## src/verilog/phold_cfg.svh

```systemverilog
`ifndef PHOLD_CFG_SVH
`define PHOLD_CFG_SVH

// event message fields
`define PHOLD_TIME_WID 16
`define PHOLD_NB_LPID 6
`define PHOLD_MSG_WID 32

// cancel flag sits right above the lp id
`define PHOLD_CANCEL_BIT (`PHOLD_TIME_WID + `PHOLD_NB_LPID)

// event queue
`define PHOLD_Q_DEPTH 16
`define PHOLD_NB_QCNT 5

// run control
`define PHOLD_NUM_SEED 8
`define PHOLD_END_TIME 200

`endif

```

## src/verilog/phold_pkg.sv

```systemverilog
`include "phold_cfg.svh"

package phold_pkg;

   // simulation timestamp
   typedef logic [`PHOLD_TIME_WID-1:0] time_t;

   typedef logic [`PHOLD_NB_LPID-1:0] lp_id_t;

   // {unused, cancel, lp id, time}
   typedef logic [`PHOLD_MSG_WID-1:0] msg_t;

   // {time, ~cancel}, smaller leaves first
   typedef logic [`PHOLD_TIME_WID:0] qkey_t;

   typedef logic [`PHOLD_NB_QCNT-1:0] qcnt_t;

   typedef enum logic [2:0] {
      IDLE     = 3'd0,
      INIT     = 3'd1,
      READY    = 3'd2,
      RUNNING  = 3'd3,
      FINISHED = 3'd4
   } phase_e;

endpackage

```

## src/verilog/event_decode.sv

```systemverilog
`include "phold_cfg.svh"

module event_decode (
   input  logic               clk,
   input  logic               rst_n,
   input  phold_pkg::phase_e  phase,
   input  logic               seed_vld,
   input  phold_pkg::lp_id_t  seed_lp,
   input  logic               in_vld,
   input  phold_pkg::msg_t    in_msg,
   input  logic               full,
   output logic               ins_vld,
   output phold_pkg::msg_t    ins_msg
);

   localparam int CBIT = `PHOLD_CANCEL_BIT;

   phold_pkg::msg_t cand_msg;
   logic            cand_vld;
   logic            is_null;

   // seeds during INIT, core events only while running
   always_comb begin
      cand_vld = 1'b0;
      cand_msg = '0;
      if (phase == phold_pkg::INIT) begin
         cand_vld = seed_vld;
         cand_msg[`PHOLD_TIME_WID +: `PHOLD_NB_LPID] = seed_lp;   // time zero, no cancel
      end else if (phase == phold_pkg::RUNNING) begin
         cand_vld = in_vld;
         cand_msg = in_msg;
      end
   end

   // null message is a cancel to lp 0 at time 0
   assign is_null = cand_msg[CBIT] && (cand_msg[CBIT-1:0] == '0);

   always_ff @(posedge clk or negedge rst_n) begin
      if (!rst_n) ins_vld <= 1'b0;
      else ins_vld <= cand_vld && !is_null && !full;
   end

   always_ff @(posedge clk) begin
      if (cand_vld) ins_msg <= cand_msg;
   end

endmodule

```

## src/verilog/event_dispatch.sv

```systemverilog
`include "phold_cfg.svh"

module event_dispatch (
   input  logic               clk,
   input  logic               rst_n,
   input  phold_pkg::phase_e  phase,
   input  logic               ins_vld,
   input  logic               core_ready,
   input  logic               empty,
   input  phold_pkg::msg_t    head_msg,
   output logic               pop,
   output logic               disp_vld,
   output phold_pkg::msg_t    disp_msg,
   output phold_pkg::time_t   gvt
);

   phold_pkg::time_t head_time;
   phold_pkg::time_t last_time;   // time of last dispatched event
   phold_pkg::time_t cand_time;
   logic             running;

   assign running   = (phase == phold_pkg::RUNNING);
   assign head_time = head_msg[`PHOLD_TIME_WID-1:0];

   // insert has priority; stop dispatching once past the end time
   assign pop = running && !ins_vld && core_ready && !empty &&
                (gvt <= `PHOLD_END_TIME);

   assign cand_time = empty ? last_time : head_time;

   always_ff @(posedge clk or negedge rst_n) begin
      if (!rst_n) begin
         disp_vld  <= 1'b0;
         last_time <= '0;
         gvt       <= '0;
      end else begin
         disp_vld <= pop;
         if (phase == phold_pkg::INIT) begin
            last_time <= '0;   // new run starts at time zero
            gvt       <= '0;
         end else begin
            if (pop) last_time <= head_time;
            // monotonic, only advances while running
            if (running && (cand_time > gvt)) gvt <= cand_time;
         end
      end
   end

   always_ff @(posedge clk) begin
      if (pop) disp_msg <= head_msg;
   end

endmodule

```

## src/verilog/event_heap.sv

```systemverilog
`include "phold_cfg.svh"

module event_heap (
   input  logic             clk,
   input  logic             rst_n,
   input  logic             ins_vld,
   input  phold_pkg::msg_t  ins_msg,
   input  logic             pop,
   output phold_pkg::msg_t  head_msg,
   output logic             empty,
   output logic             full,
   output phold_pkg::qcnt_t cnt
);

   localparam int DEPTH = `PHOLD_Q_DEPTH;
   localparam int CBIT  = `PHOLD_CANCEL_BIT;

   phold_pkg::msg_t  slot [DEPTH];   // slot 0 is the head
   logic [DEPTH-1:0] stay;
   phold_pkg::qkey_t new_key;
   logic             ins_ok;

   // cancel bit inverted so an anti-message sorts first at equal time
   function automatic phold_pkg::qkey_t key_of(input phold_pkg::msg_t m);
      return {m[`PHOLD_TIME_WID-1:0], ~m[CBIT]};
   endfunction

   assign new_key = key_of(ins_msg);
   assign ins_ok  = ins_vld && !full;

   // occupied slots with key <= new key keep their place,
   // so equal keys stay in arrival order
   always_comb begin
      for (int i = 0; i < DEPTH; i++) begin
         stay[i] = (i < cnt) && (key_of(slot[i]) <= new_key);
      end
   end

   always_ff @(posedge clk) begin
      if (ins_ok) begin
         if (!stay[0]) slot[0] <= ins_msg;
         for (int i = 1; i < DEPTH; i++) begin
            if (!stay[i]) begin
               if (stay[i-1]) slot[i] <= ins_msg;   // first slot past the keepers
               else slot[i] <= slot[i-1];           // shift up one
            end
         end
      end else if (pop) begin
         for (int i = 0; i < DEPTH-1; i++) begin
            slot[i] <= slot[i+1];
         end
      end
   end

   always_ff @(posedge clk or negedge rst_n) begin
      if (!rst_n) begin
         cnt <= '0;
      end else if (ins_ok) begin
         cnt <= cnt + 1'b1;
      end else if (pop && !empty) begin
         cnt <= cnt - 1'b1;
      end
   end

   assign head_msg = slot[0];
   assign empty    = (cnt == '0);
   assign full     = (cnt == phold_pkg::qcnt_t'(DEPTH));

endmodule

```

## src/verilog/phold_sched.sv

```systemverilog
`include "phold_cfg.svh"

module phold_sched (
   input  logic              clk,
   input  logic              rst_n,
   input  logic              start,
   input  logic              in_vld,
   input  phold_pkg::msg_t   in_msg,
   input  logic              core_ready,
   output logic              disp_vld,
   output phold_pkg::msg_t   disp_msg,
   output phold_pkg::time_t  gvt,
   output logic              rtn_vld,
   output phold_pkg::qcnt_t  q_cnt
);

   phold_pkg::phase_e phase;
   phold_pkg::lp_id_t seed_lp;
   phold_pkg::msg_t   ins_msg;
   phold_pkg::msg_t   head_msg;
   logic              seed_vld;
   logic              ins_vld;
   logic              empty;
   logic              full;
   logic              pop;

   sim_ctrl u_sim_ctrl (
      .clk      (clk),
      .rst_n    (rst_n),
      .start    (start),
      .gvt      (gvt),
      .phase    (phase),
      .seed_vld (seed_vld),
      .seed_lp  (seed_lp),
      .rtn_vld  (rtn_vld)
   );

   event_decode u_event_decode (
      .clk      (clk),
      .rst_n    (rst_n),
      .phase    (phase),
      .seed_vld (seed_vld),
      .seed_lp  (seed_lp),
      .in_vld   (in_vld),
      .in_msg   (in_msg),
      .full     (full),
      .ins_vld  (ins_vld),
      .ins_msg  (ins_msg)
   );

   event_heap u_event_heap (
      .clk      (clk),
      .rst_n    (rst_n),
      .ins_vld  (ins_vld),
      .ins_msg  (ins_msg),
      .pop      (pop),
      .head_msg (head_msg),
      .empty    (empty),
      .full     (full),
      .cnt      (q_cnt)
   );

   event_dispatch u_event_dispatch (
      .clk        (clk),
      .rst_n      (rst_n),
      .phase      (phase),
      .ins_vld    (ins_vld),
      .core_ready (core_ready),
      .empty      (empty),
      .head_msg   (head_msg),
      .pop        (pop),
      .disp_vld   (disp_vld),
      .disp_msg   (disp_msg),
      .gvt        (gvt)
   );

endmodule

```

## src/verilog/sim_ctrl.sv

```systemverilog
`include "phold_cfg.svh"

module sim_ctrl (
   input  logic               clk,
   input  logic               rst_n,
   input  logic               start,
   input  phold_pkg::time_t   gvt,
   output phold_pkg::phase_e  phase,
   output logic               seed_vld,
   output phold_pkg::lp_id_t  seed_lp,
   output logic               rtn_vld
);

   phold_pkg::phase_e nxt_phase;
   phold_pkg::lp_id_t seed_cnt;
   logic              seeds_done;

   assign seeds_done = (seed_cnt == phold_pkg::lp_id_t'(`PHOLD_NUM_SEED));

   always_comb begin
      nxt_phase = phase;
      case (phase)
         phold_pkg::IDLE:     if (start) nxt_phase = phold_pkg::INIT;
         phold_pkg::INIT:     if (seeds_done) nxt_phase = phold_pkg::READY;
         phold_pkg::READY:    nxt_phase = phold_pkg::RUNNING;
         phold_pkg::RUNNING:  if (gvt > `PHOLD_END_TIME) nxt_phase = phold_pkg::FINISHED;
         phold_pkg::FINISHED: nxt_phase = phold_pkg::IDLE;   // wait for next start
         default:             nxt_phase = phold_pkg::IDLE;
      endcase
   end

   always_ff @(posedge clk or negedge rst_n) begin
      if (!rst_n) begin
         phase    <= phold_pkg::IDLE;
         rtn_vld  <= 1'b0;
         seed_vld <= 1'b0;
         seed_lp  <= '0;
         seed_cnt <= '0;
      end else begin
         phase   <= nxt_phase;
         // high only during the FINISHED cycle
         rtn_vld <= (phase == phold_pkg::RUNNING) && (nxt_phase == phold_pkg::FINISHED);

         // one seed per INIT cycle, lp 0 upwards
         seed_vld <= (phase == phold_pkg::INIT) && !seeds_done;
         if ((phase == phold_pkg::INIT) && !seeds_done) begin
            seed_lp  <= seed_cnt;
            seed_cnt <= seed_cnt + 1'b1;
         end else if (phase != phold_pkg::INIT) begin
            seed_cnt <= '0;   // ready for next run
         end
      end
   end

endmodule
```

## config.mk

```make
export PLATFORM = sky130hd
export DESIGN_NAME = phold_sched
export DESIGN_NICKNAME = d
export VERILOG_FILES = /design/src/verilog/phold_pkg.sv /design/src/verilog/event_decode.sv /design/src/verilog/event_dispatch.sv /design/src/verilog/event_heap.sv /design/src/verilog/phold_sched.sv /design/src/verilog/sim_ctrl.sv
export VERILOG_INCLUDE_DIRS = /design/src /design/src/verilog
export SDC_FILE = /design/constraint.sdc
export NUM_CORES = 2
export LEC_CHECK = 0
export BUFFER_PORTS_ARGS = -buffer_cell sky130_fd_sc_hd__clkbuf_2
export CORE_ASPECT_RATIO = 2
export CORE_UTILIZATION = 60
export CTS_CLUSTER_DIAMETER = 120
export DETAILED_ROUTE_END_ITERATION = 12
export PLACE_DENSITY = 0.78
export SLEW_MARGIN = 20
export SYNTH_ARGS = -nofsm -noshare
export SYNTH_HDL_FRONTEND = slang
export SYNTH_SLANG_ARGS = --single-unit
```

## constraint.sdc

```tcl
create_clock -name clk -period 9.03 [get_ports clk]
set_clock_uncertainty 0.15 [all_clocks]
set_input_delay 0.4515 -clock clk [delete_from_list [all_inputs] [get_ports clk]]
set_output_delay 0.4515 -clock clk [all_outputs]
set_load 0.005 [all_outputs]
```

# Word-level counts from Yosys, hierarchy flattened
# Memory sizes are Yosys's and may differ from the RTL's.
# Index checks and enable logic that the tools add are counted.
# W data, S select, Z words.
# word_totals
reg_bits,120
latch_bits,0
ram_bits,512
romBits,0
in_bits,37
out_inout_bits,55
mem_count,1
# op_classes
add_sub_neg,3
multipliers,0
n_div,0
order_cmp,35
eq_ne,7
n_shift,0
muxes,174
bitwise_logic,48
reduce_logical,41
# memory_table
name,depth,width,read_ports,rd_ports_with_merged_regs,wr,line_no,source
u_event_heap.slot,16,32,16,0,16,event_heap.sv:18,phold_pkg::msg_t slot [DEPTH];
# op_table
operator,n
$mux W32,30
$le A17 B17 Y1,16
$mux W1,128
$mux W16,6
$lt A4 B5 Y1 const A,8
$or A1 B1 Y1,30
$logic_and A1 B1 Y1,28
$mux W23,1
$logic_not A22 Y1,1
$lt A3 B5 Y1 const A,4
$mux W6,3
$not A1 Y1,18
$gt A16 B16 Y1,1
$gt A16 B8 Y1 const B,1
$le A16 B8 Y1 const B,1
$pmux W3 S4,1
$lt A1 B5 Y1 const A,2
$lt A2 B5 Y1 const A,2
$mux W5,2
$mux W3,3
$reduce_bool A2 Y1,4
$add A6 B1 Y6 const B,1
$eq A3 B2 Y1 const B,2
$eq A6 B4 Y1 const B,1
10 further kinds,14

# Longest topological paths before layout
# An unclocked memory read counts as a cell.
# depth
depth_word,10
depth_mapped,16
mapped_depth_nobuf,12

# Hierarchy
# A second synthesis with hierarchy kept.
# unflattened
hier_cells,3220
area_unflattened_um2,37119.4
# by_module_without_submodules
mod,instances,cells_each,area_per_inst_um2,seq_area_each_um2
event_heap,1,2804,31931.9,15499.9
event_dispatch,1,257,3029.2,1786.7
event_decode,1,93,1392.6,985.9
sim_ctrl,1,66,765.7,425.4

# Worst setup path after synthesis
# OpenSTA, ideal clock, no wires.
# synth_path
kind,register -> register
startpoint,reg u_event_decode.ins_msg[6]
endpoint,"mem u_event_heap.slot[1][0] (netlist bit), enable pin"
t_arrival_ns,4.535
t_required_ns,8.414
path_slack_ns,3.880
stages_incl_launch_ff,12
n_path_buf,3
period_less_slack_ns,5.150
cell_sequence,edfxtp_1 clkbuf_1 inv_1 ha_1 and4_1 nand2_1 or2_2 nor3_1 o221a_2 buf_6 buf_2 o21ai_0
# synth_lines
item,line_no,source
from (decl),event_decode.sv:13,output phold_pkg::msg_t ins_msg
from (signal assigned),event_decode.sv:44,if (cand_vld) ins_msg <= cand_msg;
to (decl),event_heap.sv:18,

==> run metrics <==
H-tree levels 2; initial antenna violation count 0; DRT Pass-1 Iters 7; drt initial violations a little under 3,000; via-per-instance ratio slightly below 7; Tightest Pin Transition ~1100 ps; gpl congestion 0.9789; fin crit period 5647 ps; Overflow after GRT 0; most numerous cell in the Yosys netlist edfxtp_1; Clock Latency Late Sink 660 ps; Die Height about 350 µm; Post-synth EDFFs around 580; total track usage 37.16%; fin. max-slew vios 0; FMAX between 0.15 and 0.2 GHz; syn nets 3,553; layout cells sized above 1 between 10% and 20%; first-pass GRT wire length about 170,000 µm; P&R area growth vs syn 8.197%; Sinks on Clock Net ~630; outcome complete, no violations; synth warn 0; CP required approximately 9000 ps; Remaining DRCs 0; Post-DP HPWL ~80,000 µm; number of port buffers slightly above 90; final WL approximately 110,000 µm; CTS max path bufs 3; fill count about 4,500; Final setup viols 0; hold_buf cts 20; CP endpoint kind flip-flop; Final Hold Fails 0; Critical Path Fanout Max 144; Mapped Cells between 3,000 and 4,000; commonest cells in the netlist edfxtp_1 (576), nand2_1 (484), ha_1 (294), o21ai_0 (242), mux2i_1 (208); ANT nets after route 0; WHS Path Cells 2; Fin Setup TNS 0 ps; core area 60,070 µm²; sequential fraction of the synthesis area between 50% and 60%; Num CTS Buffers 57; top-area cell type share of the netlist area 47.39%; Resized cells post-CTS 0; Synth Area per Inst between 10 and 15 µm²; Synth cell types 82; vias roughly 28,000; main flop type after synthesis edfxtp_1; Wirelength per Cell approximately 28 µm; crit path launch type flip-flop; Initial Utilization about three fifths; largest area contributor in the netlist edfxtp_1; die footprint approximately 62,000 µm²; max-cap viol count 0; Setup CP Type flip-flop to flip-flop; clock slew at reported path FFs ~70 ps; TritonCTS clock tree done; flops & latches, synth 632; top post-synthesis cells by area edfxtp_1 (47%), ha_1 (10%), mux2i_1 (5.7%); FFs w/ async S/R, synth under 10%; CP arrival between 5000 and 6000 ps; FP Rows between 100 and 150; setup bufs post-CTS 0; Final Cycle Share between 60% and 70%; Synth Cell Area 36,500 µm²; pin count of the biggest net entering global routing 145; CTS root buf clkbuf_16; I/O pins 92; vias in the first global route roughly 28,000; RSZ-0062 raised after global routing false; Reg2Reg Depth 9; Net count, final roughly 3,600; ANT cells 0; max_slew headroom 26.47%; Hold Crit Class input port to flip-flop; die width around 180 µm
## registers in the layout, indices dropped and copies added, names as in the netlist
name and cells:
u_sim_ctrl.seed_vld 1, u_sim_ctrl.seed_lp 6, u_event_dispatch.disp_vld 1, u_sim_ctrl.phase 3, u_sim_ctrl.seed_cnt 6, u_event_dispatch.disp_msg 32, u_event_decode.ins_msg 32, u_sim_ctrl.rtn_vld 1
u_event_dispatch.last_time 16, u_event_heap.cnt 5, u_event_dispatch.gvt 16, u_event_heap.slot 512, u_event_decode.ins_vld 1
## metrics by stage
step | hold WS (ps) | instances | setup WS [ps] | util, % | instance area (µm²)
3_5_place_dp | 294.4 | 3929 | 3556 | 62.40 | 37480
2_1_floorplan | 5.909 | 3222 | 3880 | - | 36500
4_1_cts | 10.72 | 4057 | 3516 | 65.75 | 39490
3_3_place_gp | 287.3 | 3929 | 3636 | 62.40 | 37480
6_report | 32.87 | 4057 | 3383 | 65.75 | 39490
5_1_grt | 25.35 | 4057 | 3234 | 65.75 | 39490
## kinds of logic (layout without fill, tap and decap cells)
family,Yosys count,count (layout),synth area share [%]
adder cells (fa/ha/maj),294,294,10.08
multiplexers,287,287,8.450
AND/OR/NAND/NOR,924,924,11.30
AO/OA/AOI/OAI,806,806,15.31
buffers and inverters,270,331,3.411
flip-flops,632,632,51.23
XOR/XNOR,9,9,0.2160
## final cells by class
cell class                 instances  area (µm²)  share of cell area (%)
timing repair buffer             170        1099                   2.782
sequential                       632       18700                   47.35
clock inverter                    32       270.3                  0.6844
multi-input combinational       2320       16710                   42.32
clock buffer                      76        1538                   3.894
tap                              774       968.4                   2.452
inverter                          53       206.4                  0.5228
## layer usage
metal  wire (µm)  global-route usage (%)  vias up
li1            -                       -    12280
met1       40050                   42.89    13820
met2       56630                   63.73     1590
met3        8163                   4.712      405
met4        8886                   26.09        0
met5           0                       0        -
## cells in the final DEF, fill, tap and decap left out, types with 9 or more instances in the layout
cell / Yosys / layout
edfxtp_1: 576 / 576
nand2_1: 484 / 479
ha_1: 294 / 294
o21ai_0: 242 / 239
mux2i_1: 208 / 208
a221o_1: 181 / 181
nor2_1: 166 / 163
a21oi_1: 151 / 149
clkbuf_2: 0 / 91
a21o_1: 80 / 80
and2_1: 62 / 62
buf_4: 17 / 59
clkbuf_16: 0 / 57
dfrtp_1: 56 / 56
nand4_1: 53 / 53
inv_1: 52 / 52
mux2_2: 48 / 48
nand3_1: 40 / 39
nor3_1: 37 / 37
a31oi_1: 37 / 36
mux2_4: 30 / 30
a22o_1: 24 / 24
nor2b_1: 21 / 21
dlygate4sd3_1: 0 / 20
clkbuf_1: 101 / 15
a211oi_1: 13 / 12
clkinv_1: 0 / 12
nor4_1: 11 / 11
and4_1: 11 / 11
o21ai_1: 14 / 11
clkinv_2: 0 / 11
o21a_1: 9 / 9
## path summary, 6_finish.rpt
| path | from | end | slack, ps |
|---|---|---|---|
| max | u_event_dispatch.gvt[0] | u_event_heap.slot[0][214] | 3380 |
| min in group asynchronous | rst_n | u_event_heap.cnt[2] | 370 |
| min reg2reg | u_event_heap.slot[0][29] | u_event_dispatch.disp_msg[29] | 310 |
| max reg2reg | u_event_dispatch.gvt[0] | u_event_heap.slot[0][214] | 3380 |
| min | in_msg[18] | u_event_decode.ins_msg[18] | 30 |
| max in group asynchronous | rst_n | u_sim_ctrl.seed_lp[4] | 7810 |
## critical path, cell delays in order (launching register included)
cell	delay (ps)
dfrtp_1	430
o31a_1	340
o311ai_1	620
nand3_1	310
or3_4	710
inv_8	720
buf_4	830
buf_4	830
nor3_1	100
a221o_1	300
Power is left out: the tool's default activity adds up to more than one toggle a clock period on the data nets, which glitch-free logic cannot reach.
